`src/rtl/dcache_pkg.sv`:
```
// data cache shared definitions
// bus widths, word types, transfer size and byte-lane decode

package dcache_pkg;

  // ----------------------------------------
  // widths
  // ----------------------------------------
  localparam int ADDR_W  = 32;  // physical byte address
  localparam int DATA_W  = 32;  // cpu word
  localparam int BYTES_W = DATA_W / 8;  // byte lanes per word

  typedef logic [ADDR_W-1:0]  addr_t;
  typedef logic [DATA_W-1:0]  word_t;
  typedef logic [BYTES_W-1:0] be_t;

  // transfer size as driven by the cpu
  typedef enum logic [1:0] {
    SZ_BYTE = 2'b00,
    SZ_HALF = 2'b01,
    SZ_WORD = 2'b10
  } size_e;

  // ----------------------------------------
  // size + low address bits -> lane enables
  // ----------------------------------------
  function automatic be_t size_to_be(input size_e size,
                                     input logic [$clog2(BYTES_W)-1:0] lsb);
    be_t be;
    case (size)
      SZ_BYTE: be = be_t'(1) << lsb;  // single lane
      SZ_HALF: be = be_t'(3) << {lsb[$clog2(BYTES_W)-1:1], 1'b0};  // even pair
      SZ_WORD: be = '1;
      default: be = '1;  // reserved code, treat as word
    endcase
    return be;
  endfunction

endpackage

```
`src/rtl/dcache_ram.sv`:
```
// single-port synchronous RAM, write-first
// payload type set per instance, holds tags or whole lines

module dcache_ram #(
  parameter int  DEPTH     = 16,
  parameter type payload_t = logic [31:0]
) (
  input  logic                     clk_i,
  input  logic [$clog2(DEPTH)-1:0] addr_i,
  input  logic                     we_i,
  input  payload_t                 wdata_i,
  output payload_t                 rdata_o
);

  payload_t mem_q [DEPTH];  // storage array

  // read port registered, new data wins on a write
  always_ff @(posedge clk_i) begin
    if (we_i) begin
      mem_q[addr_i] <= wdata_i;
      rdata_o       <= wdata_i;  // write-first
    end else begin
      rdata_o <= mem_q[addr_i];
    end
  end

  // a write to an unknown address would corrupt an unknown entry
  a_addr_known: assert property (
    @(posedge clk_i) we_i |-> !$isunknown(addr_i)
  );

endmodule

```
`src/rtl/dcache_lookup.sv`:
```
// tag store with valid and dirty flags
// compares the stored tag against the registered request tag

module dcache_lookup import dcache_pkg::*; #(
  parameter  int SETS       = 16,
  parameter  int LINE_WORDS = 4,
  localparam int IDX_W      = $clog2(SETS),
  localparam int TAG_W      = ADDR_W - IDX_W - $clog2(LINE_WORDS) - $clog2(BYTES_W)
) (
  input  logic             clk_i,
  input  logic             rst_ni,
  input  logic [IDX_W-1:0] idx_i,
  input  logic [TAG_W-1:0] tag_i,
  input  logic             tag_we_i,
  input  logic             set_dirty_i,
  input  logic             clr_dirty_i,
  output logic             hit_o,
  output logic             victim_dirty_o,
  output logic [TAG_W-1:0] victim_tag_o
);

  typedef logic [TAG_W-1:0] tag_t;

  logic [IDX_W-1:0] idx_q;    // index of the current ram read
  tag_t             tag_q;    // request tag, same cycle as idx_q
  tag_t             ram_tag;
  logic [SETS-1:0]  valid_q;
  logic [SETS-1:0]  dirty_q;

  dcache_ram #(
    .DEPTH     (SETS),
    .payload_t (tag_t)
  ) u_tag_ram (
    .clk_i   (clk_i),
    .addr_i  (idx_i),
    .we_i    (tag_we_i),
    .wdata_i (tag_i),
    .rdata_o (ram_tag)
  );

  always_ff @(posedge clk_i) begin
    idx_q <= idx_i;
    tag_q <= tag_i;
  end

  // ----------------------------------------
  // flags, kept in flops so reset invalidates
  // ----------------------------------------
  always_ff @(posedge clk_i or negedge rst_ni) begin
    if (!rst_ni) begin
      valid_q <= '0;
      dirty_q <= '0;
    end else begin
      if (tag_we_i) begin  // refill, line valid and clean
        valid_q[idx_i] <= 1'b1;
        dirty_q[idx_i] <= 1'b0;
      end
      if (set_dirty_i) dirty_q[idx_i] <= 1'b1;  // store hit
      if (clr_dirty_i) dirty_q[idx_i] <= 1'b0;  // after write-back
    end
  end

  assign hit_o          = valid_q[idx_q] && (ram_tag == tag_q);
  assign victim_dirty_o = valid_q[idx_q] && dirty_q[idx_q];
  assign victim_tag_o   = ram_tag;

  a_dirty_excl: assert property (
    @(posedge clk_i) disable iff (!rst_ni) !(set_dirty_i && clr_dirty_i)
  );

endmodule

```
`src/rtl/dcache_ctrl.sv`:
```
// cache control FSM
// sequences lookup, write-back, refill and flush, answers the cpu

module dcache_ctrl import dcache_pkg::*; #(
  parameter  int SETS       = 16,
  parameter  int LINE_WORDS = 4,
  localparam int IDX_W      = $clog2(SETS),
  localparam int OFF_W      = $clog2(LINE_WORDS),
  localparam int LSB_W      = $clog2(BYTES_W),
  localparam int TAG_W      = ADDR_W - IDX_W - OFF_W - LSB_W,
  localparam int LINE_W     = LINE_WORDS * DATA_W
) (
  input  logic              clk_i,
  input  logic              rst_ni,
  // cpu side
  input  logic              req_i,
  input  logic              we_i,
  input  addr_t             adr_i,
  input  size_e             size_i,
  input  word_t             wdata_i,
  output logic              ack_o,
  output word_t             rdata_o,
  input  logic              flush_i,
  output logic              flushrdy_o,
  // tag lookup
  output logic [IDX_W-1:0]  lookup_idx_o,
  output logic [TAG_W-1:0]  new_tag_o,
  output logic              tag_we_o,
  output logic              set_dirty_o,
  output logic              clr_dirty_o,
  input  logic              hit_i,
  input  logic              victim_dirty_i,
  input  logic [TAG_W-1:0]  victim_tag_i,
  // data ram
  output logic [IDX_W-1:0]  dat_idx_o,
  output logic              dat_we_o,
  output logic [LINE_W-1:0] dat_wline_o,
  input  logic [LINE_W-1:0] dat_rline_i,
  // burst engine
  output logic              burst_start_o,
  output logic              burst_we_o,
  output addr_t             burst_adr_o,
  output logic [LINE_W-1:0] evict_line_o,
  input  logic              burst_done_i,
  input  logic [LINE_W-1:0] fill_line_i
);

  typedef enum logic [2:0] {
    S_IDLE, S_LOOKUP, S_WBACK, S_REFILL, S_RECOVER, S_FLUSH
  } state_e;

  state_e           state_q;
  logic [IDX_W-1:0] flush_idx_q;  // flush scan position
  logic             scan_wait_q;  // lookup outputs not yet for flush_idx_q
  logic             scanning;
  logic [IDX_W-1:0] req_idx;
  logic [OFF_W-1:0] req_off;
  be_t              be;
  word_t            cur_word, merged_word;
  logic             hit_now, miss_now, wb_done, refill_done, scan_dirty;

  // ----------------------------------------
  // address split and store merge
  // ----------------------------------------
  assign req_idx   = adr_i[OFF_W+LSB_W +: IDX_W];
  assign req_off   = adr_i[LSB_W +: OFF_W];
  assign new_tag_o = adr_i[ADDR_W-1 -: TAG_W];
  assign be        = size_to_be(size_i, adr_i[LSB_W-1:0]);
  assign cur_word  = dat_rline_i[req_off*DATA_W +: DATA_W];
  assign scanning  = !flushrdy_o;  // low for the whole flush

  always_comb begin
    merged_word = cur_word;
    for (int b = 0; b < BYTES_W; b++) begin
      if (be[b]) merged_word[b*8 +: 8] = wdata_i[b*8 +: 8];  // lane-aligned data
    end
  end

  assign lookup_idx_o = scanning ? flush_idx_q : req_idx;
  assign dat_idx_o    = lookup_idx_o;  // tag and data rams read together

  assign hit_now     = (state_q == S_LOOKUP) && hit_i;
  assign miss_now    = (state_q == S_LOOKUP) && !hit_i;
  assign wb_done     = (state_q == S_WBACK) && burst_done_i;
  assign refill_done = (state_q == S_REFILL) && burst_done_i;
  assign scan_dirty  = (state_q == S_FLUSH) && !scan_wait_q && victim_dirty_i;

  assign dat_we_o    = (hit_now && we_i) || refill_done;
  assign tag_we_o    = refill_done;
  assign set_dirty_o = hit_now && we_i;
  assign clr_dirty_o = wb_done;

  always_comb begin
    if (state_q == S_REFILL) begin
      dat_wline_o = fill_line_i;
    end else begin
      dat_wline_o = dat_rline_i;
      dat_wline_o[req_off*DATA_W +: DATA_W] = merged_word;
    end
  end

  // burst requests, one-cycle pulse
  assign burst_start_o = miss_now || (wb_done && !scanning) || scan_dirty;
  assign burst_we_o    = scan_dirty || (miss_now && victim_dirty_i);
  assign burst_adr_o   = burst_we_o ?
                         {victim_tag_i, lookup_idx_o, {(OFF_W+LSB_W){1'b0}}} :
                         {new_tag_o, req_idx, {(OFF_W+LSB_W){1'b0}}};
  assign evict_line_o  = dat_rline_i;

  // ----------------------------------------
  // state machine
  // ----------------------------------------
  always_ff @(posedge clk_i or negedge rst_ni) begin
    if (!rst_ni) begin
      state_q     <= S_IDLE;
      ack_o       <= 1'b0;
      flushrdy_o  <= 1'b1;
      flush_idx_q <= '0;
      scan_wait_q <= 1'b0;
    end else begin
      ack_o <= 1'b0;  // single-cycle ack
      case (state_q)
        S_IDLE: begin
          if (flush_i) begin
            flushrdy_o  <= 1'b0;
            flush_idx_q <= '0;
            scan_wait_q <= 1'b1;
            state_q     <= S_FLUSH;
          end else if (req_i && !ack_o) begin  // old req still up in ack cycle
            state_q <= S_LOOKUP;
          end
        end
        S_LOOKUP: begin
          if (hit_i) begin
            ack_o   <= 1'b1;
            state_q <= S_IDLE;
          end else begin
            state_q <= victim_dirty_i ? S_WBACK : S_REFILL;
          end
        end
        S_WBACK: begin
          if (burst_done_i) begin
            scan_wait_q <= scanning;
            state_q     <= scanning ? S_FLUSH : S_REFILL;  // refill already started
          end
        end
        S_REFILL:  if (burst_done_i) state_q <= S_RECOVER;
        S_RECOVER: state_q <= S_LOOKUP;  // re-read tag so the retry hits
        S_FLUSH: begin
          if (scan_wait_q) begin
            scan_wait_q <= 1'b0;
          end else if (victim_dirty_i) begin
            state_q <= S_WBACK;
          end else if (flush_idx_q == IDX_W'(SETS - 1)) begin
            flushrdy_o <= 1'b1;  // last set clean
            state_q    <= S_IDLE;
          end else begin
            flush_idx_q <= flush_idx_q + 1'b1;
            scan_wait_q <= 1'b1;
          end
        end
        default: state_q <= S_IDLE;
      endcase
    end
  end

  always_ff @(posedge clk_i) begin
    if (state_q == S_LOOKUP) rdata_o <= cur_word;
  end

  a_ack_req: assert property (
    @(posedge clk_i) disable iff (!rst_ni) ack_o |-> req_i
  );

endmodule

```
`src/rtl/dcache_burst.sv`:
```
// BIU burst engine
// strobe handshake, then one line shifted out or collected beat by beat

module dcache_burst import dcache_pkg::*; #(
  parameter  int LINE_WORDS = 4,
  localparam int OFF_W      = $clog2(LINE_WORDS),
  localparam int LINE_W     = LINE_WORDS * DATA_W
) (
  input  logic              clk_i,
  input  logic              rst_ni,
  // from the controller
  input  logic              start_i,
  input  logic              we_i,
  input  addr_t             adr_i,
  input  logic [LINE_W-1:0] line_i,
  output logic              done_o,
  output logic [LINE_W-1:0] line_o,
  // BIU
  output logic              biu_stb_o,
  output logic              biu_we_o,
  output addr_t             biu_adr_o,
  output word_t             biu_d_o,
  input  logic              biu_stb_ack_i,
  input  logic              biu_ack_i,
  input  word_t             biu_q_i
);

  typedef enum logic [1:0] {B_IDLE, B_STROBE, B_BEATS} bstate_e;

  bstate_e           state_q;
  logic [OFF_W-1:0]  beat_q;  // beats done so far
  logic [LINE_W-1:0] line_q;  // shift register, word 0 at the bottom
  logic              last_beat;

  assign last_beat = (state_q == B_BEATS) && biu_ack_i &&
                     (beat_q == OFF_W'(LINE_WORDS - 1));

  assign biu_stb_o = (state_q == B_STROBE);
  assign biu_d_o   = line_q[DATA_W-1:0];  // current write word
  assign line_o    = line_q;

  // ----------------------------------------
  // control
  // ----------------------------------------
  always_ff @(posedge clk_i or negedge rst_ni) begin
    if (!rst_ni) begin
      state_q <= B_IDLE;
      beat_q  <= '0;
      done_o  <= 1'b0;
    end else begin
      done_o <= last_beat;  // cycle after last beat
      case (state_q)
        B_IDLE:   if (start_i) state_q <= B_STROBE;
        B_STROBE: begin
          if (biu_stb_ack_i) begin
            beat_q  <= '0;
            state_q <= B_BEATS;
          end
        end
        B_BEATS: begin
          if (biu_ack_i) beat_q <= beat_q + 1'b1;
          if (last_beat) state_q <= B_IDLE;
        end
        default: state_q <= B_IDLE;
      endcase
    end
  end

  // line buffer, read words enter at the top
  always_ff @(posedge clk_i) begin
    if (state_q == B_IDLE && start_i) begin
      line_q    <= line_i;
      biu_we_o  <= we_i;
      biu_adr_o <= adr_i;
    end else if (state_q == B_BEATS && biu_ack_i) begin
      line_q <= {biu_q_i, line_q[LINE_W-1:DATA_W]};
    end
  end

  a_stb_stable: assert property (
    @(posedge clk_i) disable iff (!rst_ni)
    biu_stb_o && !biu_stb_ack_i |=>
      biu_stb_o && $stable(biu_we_o) && $stable(biu_adr_o) && $stable(biu_d_o)
  );

endmodule

```
`src/rtl/dcache_top.sv`:
```
// write-back direct-mapped data cache
// cpu load/store port in front, burst BIU port behind

module dcache_top import dcache_pkg::*; #(
  parameter int SETS       = 16,
  parameter int LINE_WORDS = 4
) (
  input  logic  clk_i,
  input  logic  rst_ni,
  // cpu
  input  logic  req_i,
  input  logic  we_i,
  input  addr_t adr_i,
  input  size_e size_i,
  input  word_t wdata_i,
  output logic  ack_o,
  output word_t rdata_o,
  input  logic  flush_i,
  output logic  flushrdy_o,
  // BIU
  output logic  biu_stb_o,
  output logic  biu_we_o,
  output addr_t biu_adr_o,
  output word_t biu_d_o,
  input  logic  biu_stb_ack_i,
  input  logic  biu_ack_i,
  input  word_t biu_q_i
);

  localparam int IDX_W  = $clog2(SETS);
  localparam int TAG_W  = ADDR_W - IDX_W - $clog2(LINE_WORDS) - $clog2(BYTES_W);
  localparam int LINE_W = LINE_WORDS * DATA_W;

  typedef logic [LINE_W-1:0] line_t;

  // ----------------------------------------
  // internal links
  // ----------------------------------------
  logic [IDX_W-1:0] lookup_idx, dat_idx;
  logic [TAG_W-1:0] new_tag, victim_tag;
  logic             tag_we, set_dirty, clr_dirty;
  logic             hit, victim_dirty;
  logic             dat_we;
  line_t            dat_wline, dat_rline;
  logic             burst_start, burst_we, burst_done;
  addr_t            burst_adr;
  line_t            evict_line, fill_line;

  dcache_lookup #(
    .SETS       (SETS),
    .LINE_WORDS (LINE_WORDS)
  ) u_lookup (
    .clk_i          (clk_i),
    .rst_ni         (rst_ni),
    .idx_i          (lookup_idx),
    .tag_i          (new_tag),
    .tag_we_i       (tag_we),
    .set_dirty_i    (set_dirty),
    .clr_dirty_i    (clr_dirty),
    .hit_o          (hit),
    .victim_dirty_o (victim_dirty),
    .victim_tag_o   (victim_tag)
  );

  dcache_ctrl #(
    .SETS       (SETS),
    .LINE_WORDS (LINE_WORDS)
  ) u_ctrl (
    .clk_i          (clk_i),
    .rst_ni         (rst_ni),
    .req_i          (req_i),
    .we_i           (we_i),
    .adr_i          (adr_i),
    .size_i         (size_i),
    .wdata_i        (wdata_i),
    .ack_o          (ack_o),
    .rdata_o        (rdata_o),
    .flush_i        (flush_i),
    .flushrdy_o     (flushrdy_o),
    .lookup_idx_o   (lookup_idx),
    .new_tag_o      (new_tag),
    .tag_we_o       (tag_we),
    .set_dirty_o    (set_dirty),
    .clr_dirty_o    (clr_dirty),
    .hit_i          (hit),
    .victim_dirty_i (victim_dirty),
    .victim_tag_i   (victim_tag),
    .dat_idx_o      (dat_idx),
    .dat_we_o       (dat_we),
    .dat_wline_o    (dat_wline),
    .dat_rline_i    (dat_rline),
    .burst_start_o  (burst_start),
    .burst_we_o     (burst_we),
    .burst_adr_o    (burst_adr),
    .evict_line_o   (evict_line),
    .burst_done_i   (burst_done),
    .fill_line_i    (fill_line)
  );

  dcache_burst #(
    .LINE_WORDS (LINE_WORDS)
  ) u_burst (
    .clk_i         (clk_i),
    .rst_ni        (rst_ni),
    .start_i       (burst_start),
    .we_i          (burst_we),
    .adr_i         (burst_adr),
    .line_i        (evict_line),
    .done_o        (burst_done),
    .line_o        (fill_line),
    .biu_stb_o     (biu_stb_o),
    .biu_we_o      (biu_we_o),
    .biu_adr_o     (biu_adr_o),
    .biu_d_o       (biu_d_o),
    .biu_stb_ack_i (biu_stb_ack_i),
    .biu_ack_i     (biu_ack_i),
    .biu_q_i       (biu_q_i)
  );

  // line store, one whole line per set
  dcache_ram #(
    .DEPTH     (SETS),
    .payload_t (line_t)
  ) u_data_ram (
    .clk_i   (clk_i),
    .addr_i  (dat_idx),
    .we_i    (dat_we),
    .wdata_i (dat_wline),
    .rdata_o (dat_rline)
  );

endmodule

```
`config.mk`:
```
export PLATFORM = sky130hd
export DESIGN_NAME = dcache_top
export DESIGN_NICKNAME = d
export VERILOG_FILES = /design/src/rtl/dcache_pkg.sv /design/src/rtl/dcache_ram.sv /design/src/rtl/dcache_lookup.sv /design/src/rtl/dcache_ctrl.sv /design/src/rtl/dcache_burst.sv /design/src/rtl/dcache_top.sv
export SDC_FILE = /design/constraint.sdc
export NUM_CORES = 2
export LEC_CHECK = 0
export ABC_CLOCK_PERIOD_IN_PS = 29500
export BUFFER_PORTS_ARGS = -buffer_cell sky130_fd_sc_hd__buf_4
export CAP_MARGIN = 5
export CORE_MARGIN = 1.5
export CORE_UTILIZATION = 45
export CTS_CLUSTER_DIAMETER = 200
export DETAILED_ROUTE_END_ITERATION = 10
export MAX_ROUTING_LAYER = met4
export SLEW_MARGIN = 0
export SYNTH_ARGS = -nofsm -noshare
export SYNTH_HDL_FRONTEND = slang
export SYNTH_SLANG_ARGS = --single-unit
```
`constraint.sdc`:
```
create_clock -name clk_i -period 29.5 [get_ports clk_i]
set_input_delay 1.475 -clock clk_i [delete_from_list [all_inputs] [get_ports clk_i]]
set_output_delay 1.475 -clock clk_i [all_outputs]
set_load 0.01 [all_outputs]
```
Word-level counts from Yosys, hierarchy flattened --
Memories as Yosys holds them, arrays and structs flattened. A register that Yosys moved wholly into a read port is not among the register bits. Index checks and enable logic that the tools add are counted. W data, S select, Z words.
Operators by class: reduce and logical (&&, ||, !) cells 37, order comparisons 3, shift-type cells 5, $add $sub $neg 3, mux-type cells 60, bitwise operators 5, equality and inequality tests 24
Operators by type and width (number):
- $mux W128 | 3
- $bwmux W128 | 1
- $shift A32 B34 Y128 const A | 1
- $shiftx A128 B8 Y32 | 1
- $shiftx A32 B34 Y128 | 1
- $mux W16 | 3
- $neg A7 Y34 | 1
- $and A16 B16 Y16 | 2
- $mux W32 | 1
- $mux W8 | 4
- $or A16 B16 Y16 | 2
- $mux W3 | 9
- $eq A24 B24 Y1 | 1
- $mux W4 | 5
- $mux W1 | 19
- $pmux W3 S6 | 1
- $logic_and A1 B1 Y1 | 16
- $not A16 Y16 | 1
- $pmux W4 S2 | 2
- $reduce_and A5 Y1 | 3
- $ne A2 B2 Y1 const B | 6
- $lt A4 B5 Y1 const B | 2
- $mux W2 | 5
- $ne A2 B1 Y1 const B | 5
- 25 further kinds | 42
Word-level totals: output and inout port bits 100, memory bits (writable) 2432, input port bits 105, memories kept 2, register bits 268, logic and storage cells 155
Memory list:
- u_data_ram.mem_q | depth 16, width 128, read ports 1, clocked after Yosys merged registers in 1, write ports 1, RTL line dcache_ram.sv:15 | payload_t mem_q [DEPTH];
- u_lookup.u_tag_ram.mem_q | depth 16, width 24, read ports 1, clocked after Yosys merged registers in 1, write ports 1, RTL line dcache_ram.sv:15

Depth between registers and ports, before layout --
depth after elaboration 12, depth in mapped cells 17, mapped depth without buffers 10

Hierarchy --
From an unflattened synthesis, not the netlist that was laid out.
Unflattened totals: cell total of the unflattened synthesis 5310, area total of the unflattened synthesis 109143.4 sq um
Modules (own cells, without submodules):
- dcache_ram at u_data_ram | cells each 3241, instances 1, area each 76848.7 sq um, seq. area each 61579.1 sq um
- dcache_ram at u_lookup.u_tag_ram | cells each 616, instances 1, area each 14530.2 sq um, seq. area each 11611.1 sq um
- dcache_ctrl | cells each 877, instances 1, area each 7967.6 sq um, seq. area each 1212.4 sq um
- dcache_burst | cells each 362, instances 1, area each 7300.8 sq um, seq. area each 4959.8 sq um
- dcache_lookup | cells each 214, instances 1, area each 2496.1 sq um, seq. area each 1361.3 sq um

Worst setup path after synthesis --
No wires, ideal clock.
kind register to register, from reg u_ctrl.state_q[1], to mem u_data_ram.mem_q[8][0] (netlist name) (enable), buffers on the path 2, required time 28.883 ns, clock period less this slack 10.025 ns, cell stages (with the launch flop) 7, arrival 9.408 ns, setup slack 19.475 ns, library setup time 0.617 ns, path through dfrtp_1 clkbuf_1 nor3b_1 inv_1 o31a_1 clkbuf_1 nor2_1
Between the ends: longest elaborated chain between the ends 6, elaborated cells between the ends (all ways) 8, those cells by class eq/ne: 2; mux: 2; reduce/logical: 4
Ends and longest elaborated chain:
- start, declared | RTL line dcache_ctrl.sv:52 | state_e state_q;
- start signal, assigned | RTL line dcache_ctrl.sv:138 | state_q <= victim_dirty_i ? S_WBACK : S_REFILL;
- start signal, assigned | RTL line dcache_ctrl.sv:144 | state_q <= scanning ? S_FLUSH : S_REFILL;
- $eq A3 B1 Y1 | RTL line dcache_ctrl.sv:82 | assign hit_now = (state_q == S_LOOKUP) && hit_i;
- $logic_and A1 B1 Y1 | RTL line dcache_ctrl.sv:82
- $logic_and A1 B1 Y1 | RTL line dcache_ctrl.sv:88 | assign dat_we_o = (hit_now && we_i) || refill_done;
- $logic_or A1 B1 Y1 * | RTL line dcache_ctrl.sv:88
- $mux W1 * | RTL line dcache_ram.sv:19 | if (we_i) begin
- $mux W1 (implied by the code) * | RTL line dcache_ram.sv:20 | mem_q[addr_i] <= wdata_i;
- end, declared | RTL line dcache_ram.sv:15
Mark *: on every way between the ends. The rest lies on a longest branch, timed or not.

Worst setup path after layout --
from reg u_lookup.idx_q[0], to mem u_data_ram.mem_q[11][111] (netlist name) (enable)
Between the ends: longest elaborated chain between the ends 8
Ends and longest elaborated chain:
- start, declared | RTL line dcache_lookup.sv:24 | logic [IDX_W-1:0] idx_q;
- start signal, assigned | RTL line dcache_lookup.sv:42 | idx_q <= idx_i;
- $bmux W1 S4 | RTL line dcache_lookup.sv:63 | assign hit_o = valid_q[idx_q] && (ram_tag == tag_q);
- $mux W1 (implied by the code) | RTL line dcache_lookup.sv:63
- $logic_and A1 B1 Y1 | RTL line dcache_lookup.sv:63
- $logic_and A1 B1 Y1 | RTL line dcache_ctrl.sv:82
- $logic_and A1 B1 Y1 | RTL line dcache_ctrl.sv:88
- $logic_or A1 B1 Y1 | RTL line dcache_ctrl.sv:88
- $mux W1 | RTL line dcache_ram.sv:19
- $mux W1 (implied by the code) | RTL line dcache_ram.sv:20
Every way passes these cells. The select of a mux whose other input is x is not followed.

==> results_dict.tcl <==
set metrics [dict create \
    rsz0062_at_grt "no" \
    yosysSeqAreaShare_pct 74.6 \
    synthCells 4927 \
    peakVddDrop_uv 85.5 \
    pwr-share-seq_pct 46.0 \
    p_int_mw 7.95 \
    setup.worst_path.start_class "flip-flop" \
    final_nets 5335 \
    worstPathCellList "buf_12, buf_4, mux4_2, mux2i_1, xnor2_1, a32oi_1, nand4_1, and4b_1, nand4_2, o31a_2, nor2_4, buf_4, buf_4, buf_4" \
    cap_violations 0 \
    place_ws_ns 21.37 \
    critPathArrivalTime_ns 8.60 \
    num_rows 179 \
    start_util_pct 45.3 \
    route.met2.wl_mm 134 \
    worst_path_largest_cell_delay_ns 0.90 \
    avgViaCountPerCell 6.11 \
    pwr-share-clk_pct 32.7 \
    clkTransAtPathRegs_ns 0.06 \
    hp-class "flip-flop to flip-flop" \
    crit_end "u_data_ram.mem_q[11][111]$_DFFE_PP_" \
    port_buffers 200 \
    antenna_found_initial 10 \
    firstDrtPassIters 7 \
    r2r_start "u_lookup.idx_q[0]$_DFF_P_" \
    power.combinational.fraction_pct 21.4 \
    cts_hold_buffers 0 \
    max_slew_margin_pct 13.7 \
    syn2layout_area_growth_pct 13.1 \
    crit_top_cell "buf_4" \
    routed_wl_mm 277 \
    regArea_mm2 0.0805 \
    io_pins 205 \
    p_leak_nw 38.2 \
    cp.required_ns 30.00 \
    fin_crit_ns 8.10 \
    ys_warn_count 0 \
    critPathKind "flip-flop to flip-flop" \
    met1_length_mm 118 \
    cts.sinks 2696 \
    top_layer_used "met4" \
    gp_congestion 0.793 \
    max_freq_ghz 0.123 \
    layout_common_cells "edfxtp_1 (2,621), mux4_2 (737), clkbuf_16 (304), buf_4 (295), inv_1 (111)" \
    endpoint_kind "flip-flop" \
    grt.overflow.total 0 \
    synthFlopType "edfxtp_1" \
    setup_violations 0 \
    status "finished, final reports clean" \
    path_delay_family "buffers and inverters" \
    met3_length_mm 18.7 \
    power_density_mw_per_mm2 89.5 \
    post_cts_buffers 0 \
    clockRootBuffer "clkbuf_16" \
    drive_above_1_share_pct 31.9 \
    cts_tree "done" \
    die_y_um 493 \
    yosysUniqueCellTypes 75 \
    grt_max_degree 152 \
    grt_pass1_wl_mm 397 \
    clkLatencyLatePin_ns 0.96 \
    critPathBufInv 5 \
    fill_cells 18600 \
    cts.htree.levels 5 \
    path_depth 14 \
    crit_start "u_lookup.idx_q[0]$_DFF_P_" \
    track_usage_pct 23.5 \
    dieArea_mm2 0.243 \
    core_mm2 0.238 \
    ant_nets 0 \
    swShare_pct 27.1 \
    cts_buffers 298 \
    fin_skew_ns 0.0808 \
    cp_max_fo 114 \
    fin_crit_sh_pct 27.5 \
    async_reset_ff_share_pct 1.74 \
    clockBufferDepth 4 \
    r2r_cells 14 \
    ctsResizeCount 0 \
    regToRegSetupSlack_ns 21.40 \
    synth_area_mm2 0.108 \
    post-dp-hpwl_mm 148 \
    synth-seq-cells 2696 \
    multi_input_area_mm2 0.0253 \
    hold_viol_final 0 \
    die_x_um 493 \
    avgSynthCellArea_um2 21.9 \
    drv_slew 0 \
    grt_pass1_vias 52500 \
    drt-initial-drc-count 5791 \
    final_common_cell "edfxtp_1" \
    holdWs_ns 0.461 \
    fin_setup_tns_ns 0 \
    wl_per_cell_um 32.2 \
    worst_slack_ns 21.40 \
    route.detailed.drc 0 \
    critPathSlowestCell "buf_4" \
    vias 52600 \
    regToRegEndpoint "u_data_ram.mem_q[11][111]$_DFFE_PP_" \
    synth_edf_count 2621 \
    worstMarginPinSlew_ns 1.29 \
    switchingPower_mw 2.96 \
]
[logic make-up (layout without fill, tap and decap cells)]
| family | Yosys count | in the layout | share of synthesized area (%) |
|---|---|---|---|
| XOR/XNOR | 24 | 24 | 0.195 |
| buffers and inverters | 430 | 941 | 2.17 |
| AO/OA/AOI/OAI | 412 | 412 | 2.75 |
| flip-flops | 2696 | 2696 | 74.6 |
| adder cells (fa/ha/maj) | 6 | 6 | 0.0696 |
| other | 1 | 8 | 0.00348 |
| AND/OR/NAND/NOR | 341 | 341 | 1.46 |
| multiplexers | 1017 | 1017 | 18.8 |
[routing by layer]
layer	up-vias	track usage, %
met2	2096	36.2
met5	-	-
met4	0	6.27
met3	397	3.37
met1	28900	33.2
li1	21300	-
[metrics by stage]
| stage | std cells | power [mW] | utilization [%] | instance area [um2] |
|---|---|---|---|---|
| after global placement | 8091 | 7.39 | 47.3 | 113000 |
| after global routing | 8611 | 11.3 | 51.2 | 122000 |
| final | 8612 | 10.9 | 51.2 | 122000 |
| after CTS | 8608 | 11.0 | 51.2 | 122000 |
| after detailed placement | 8091 | 7.46 | 47.3 | 113000 |
| after floorplan | 4930 | 6.77 | - | 108000 |
[power groups by stage]
stage	combinational (mW)	clock (mW)	sequential (mW)
detailed placement	2.36	0	5.10
CTS	2.36	3.63	5.02
global placement	2.30	0	5.09
global route	2.51	3.77	5.03
floorplan	1.73	0	5.04
finish	2.33	3.57	5.02
[sequential cells by signal, indices dropped and copies added, names as in the netlist, 4 cells and up, named ones only]
| register | flops |
|---|---|
| u_lookup.valid_q | 16 |
| u_lookup.idx_q | 4 |
| u_ctrl.flush_idx_q | 4 |
| u_burst.line_o | 128 |
| u_burst.biu_adr_o | 28 |
| u_ctrl.rdata_o | 32 |
| u_data_ram.mem_q | 2048 |
| u_lookup.tag_q | 24 |
| u_lookup.u_tag_ram.mem_q | 384 |
[layout make-up]
cell class | instances | area share, %
Timing Repair Buffer | 309 | 2.05
Multi-Input combinational cell | 1804 | 20.8
Clock buffer | 367 | 6.46
Tap cell | 3167 | 3.25
Antenna cell | 4 | 0.00821
Sequential cell | 2696 | 66.0
Inverter | 115 | 0.361
Clock inverter | 150 | 1.14
[how the worst min path moves through the flow]
stage                                                 from                          endpoint  slack (ns)  depth (start not counted)
after global routing      u_lookup.valid_q[15]$_DFFE_PN0P_  u_lookup.valid_q[15]$_DFFE_PN0P_        0.48                          1
after CTS                  u_lookup.valid_q[9]$_DFFE_PN0P_   u_lookup.valid_q[9]$_DFFE_PN0P_        0.47                          1
final                      u_lookup.valid_q[3]$_DFFE_PN0P_   u_lookup.valid_q[3]$_DFFE_PN0P_        0.46                          1
after global placement     u_lookup.valid_q[7]$_DFFE_PN0P_   u_lookup.valid_q[7]$_DFFE_PN0P_        0.45                          1
after detailed placement   u_lookup.valid_q[0]$_DFFE_PN0P_   u_lookup.valid_q[0]$_DFFE_PN0P_        0.45                          1
after floorplan           u_lookup.valid_q[10]$_DFFE_PN0P_  u_lookup.valid_q[10]$_DFFE_PN0P_        0.43                          1
[cells in the mapped netlist, types with 57 or more instances]
master | n | area [um2]
mux2_2 | 92 | 1040
o21a_1 | 99 | 743
mux2_4 | 87 | 1310
nand2_1 | 92 | 345
o221ai_1 | 97 | 850
a21oi_1 | 86 | 430
mux4_2 | 737 | 16600
nor2_1 | 130 | 488
mux2i_1 | 64 | 641
buf_6 | 60 | 676
clkbuf_1 | 134 | 503
inv_1 | 112 | 420
buf_4 | 57 | 428
edfxtp_1 | 2621 | 78700
No activity file was read; power rests on OpenSTA's default activity.
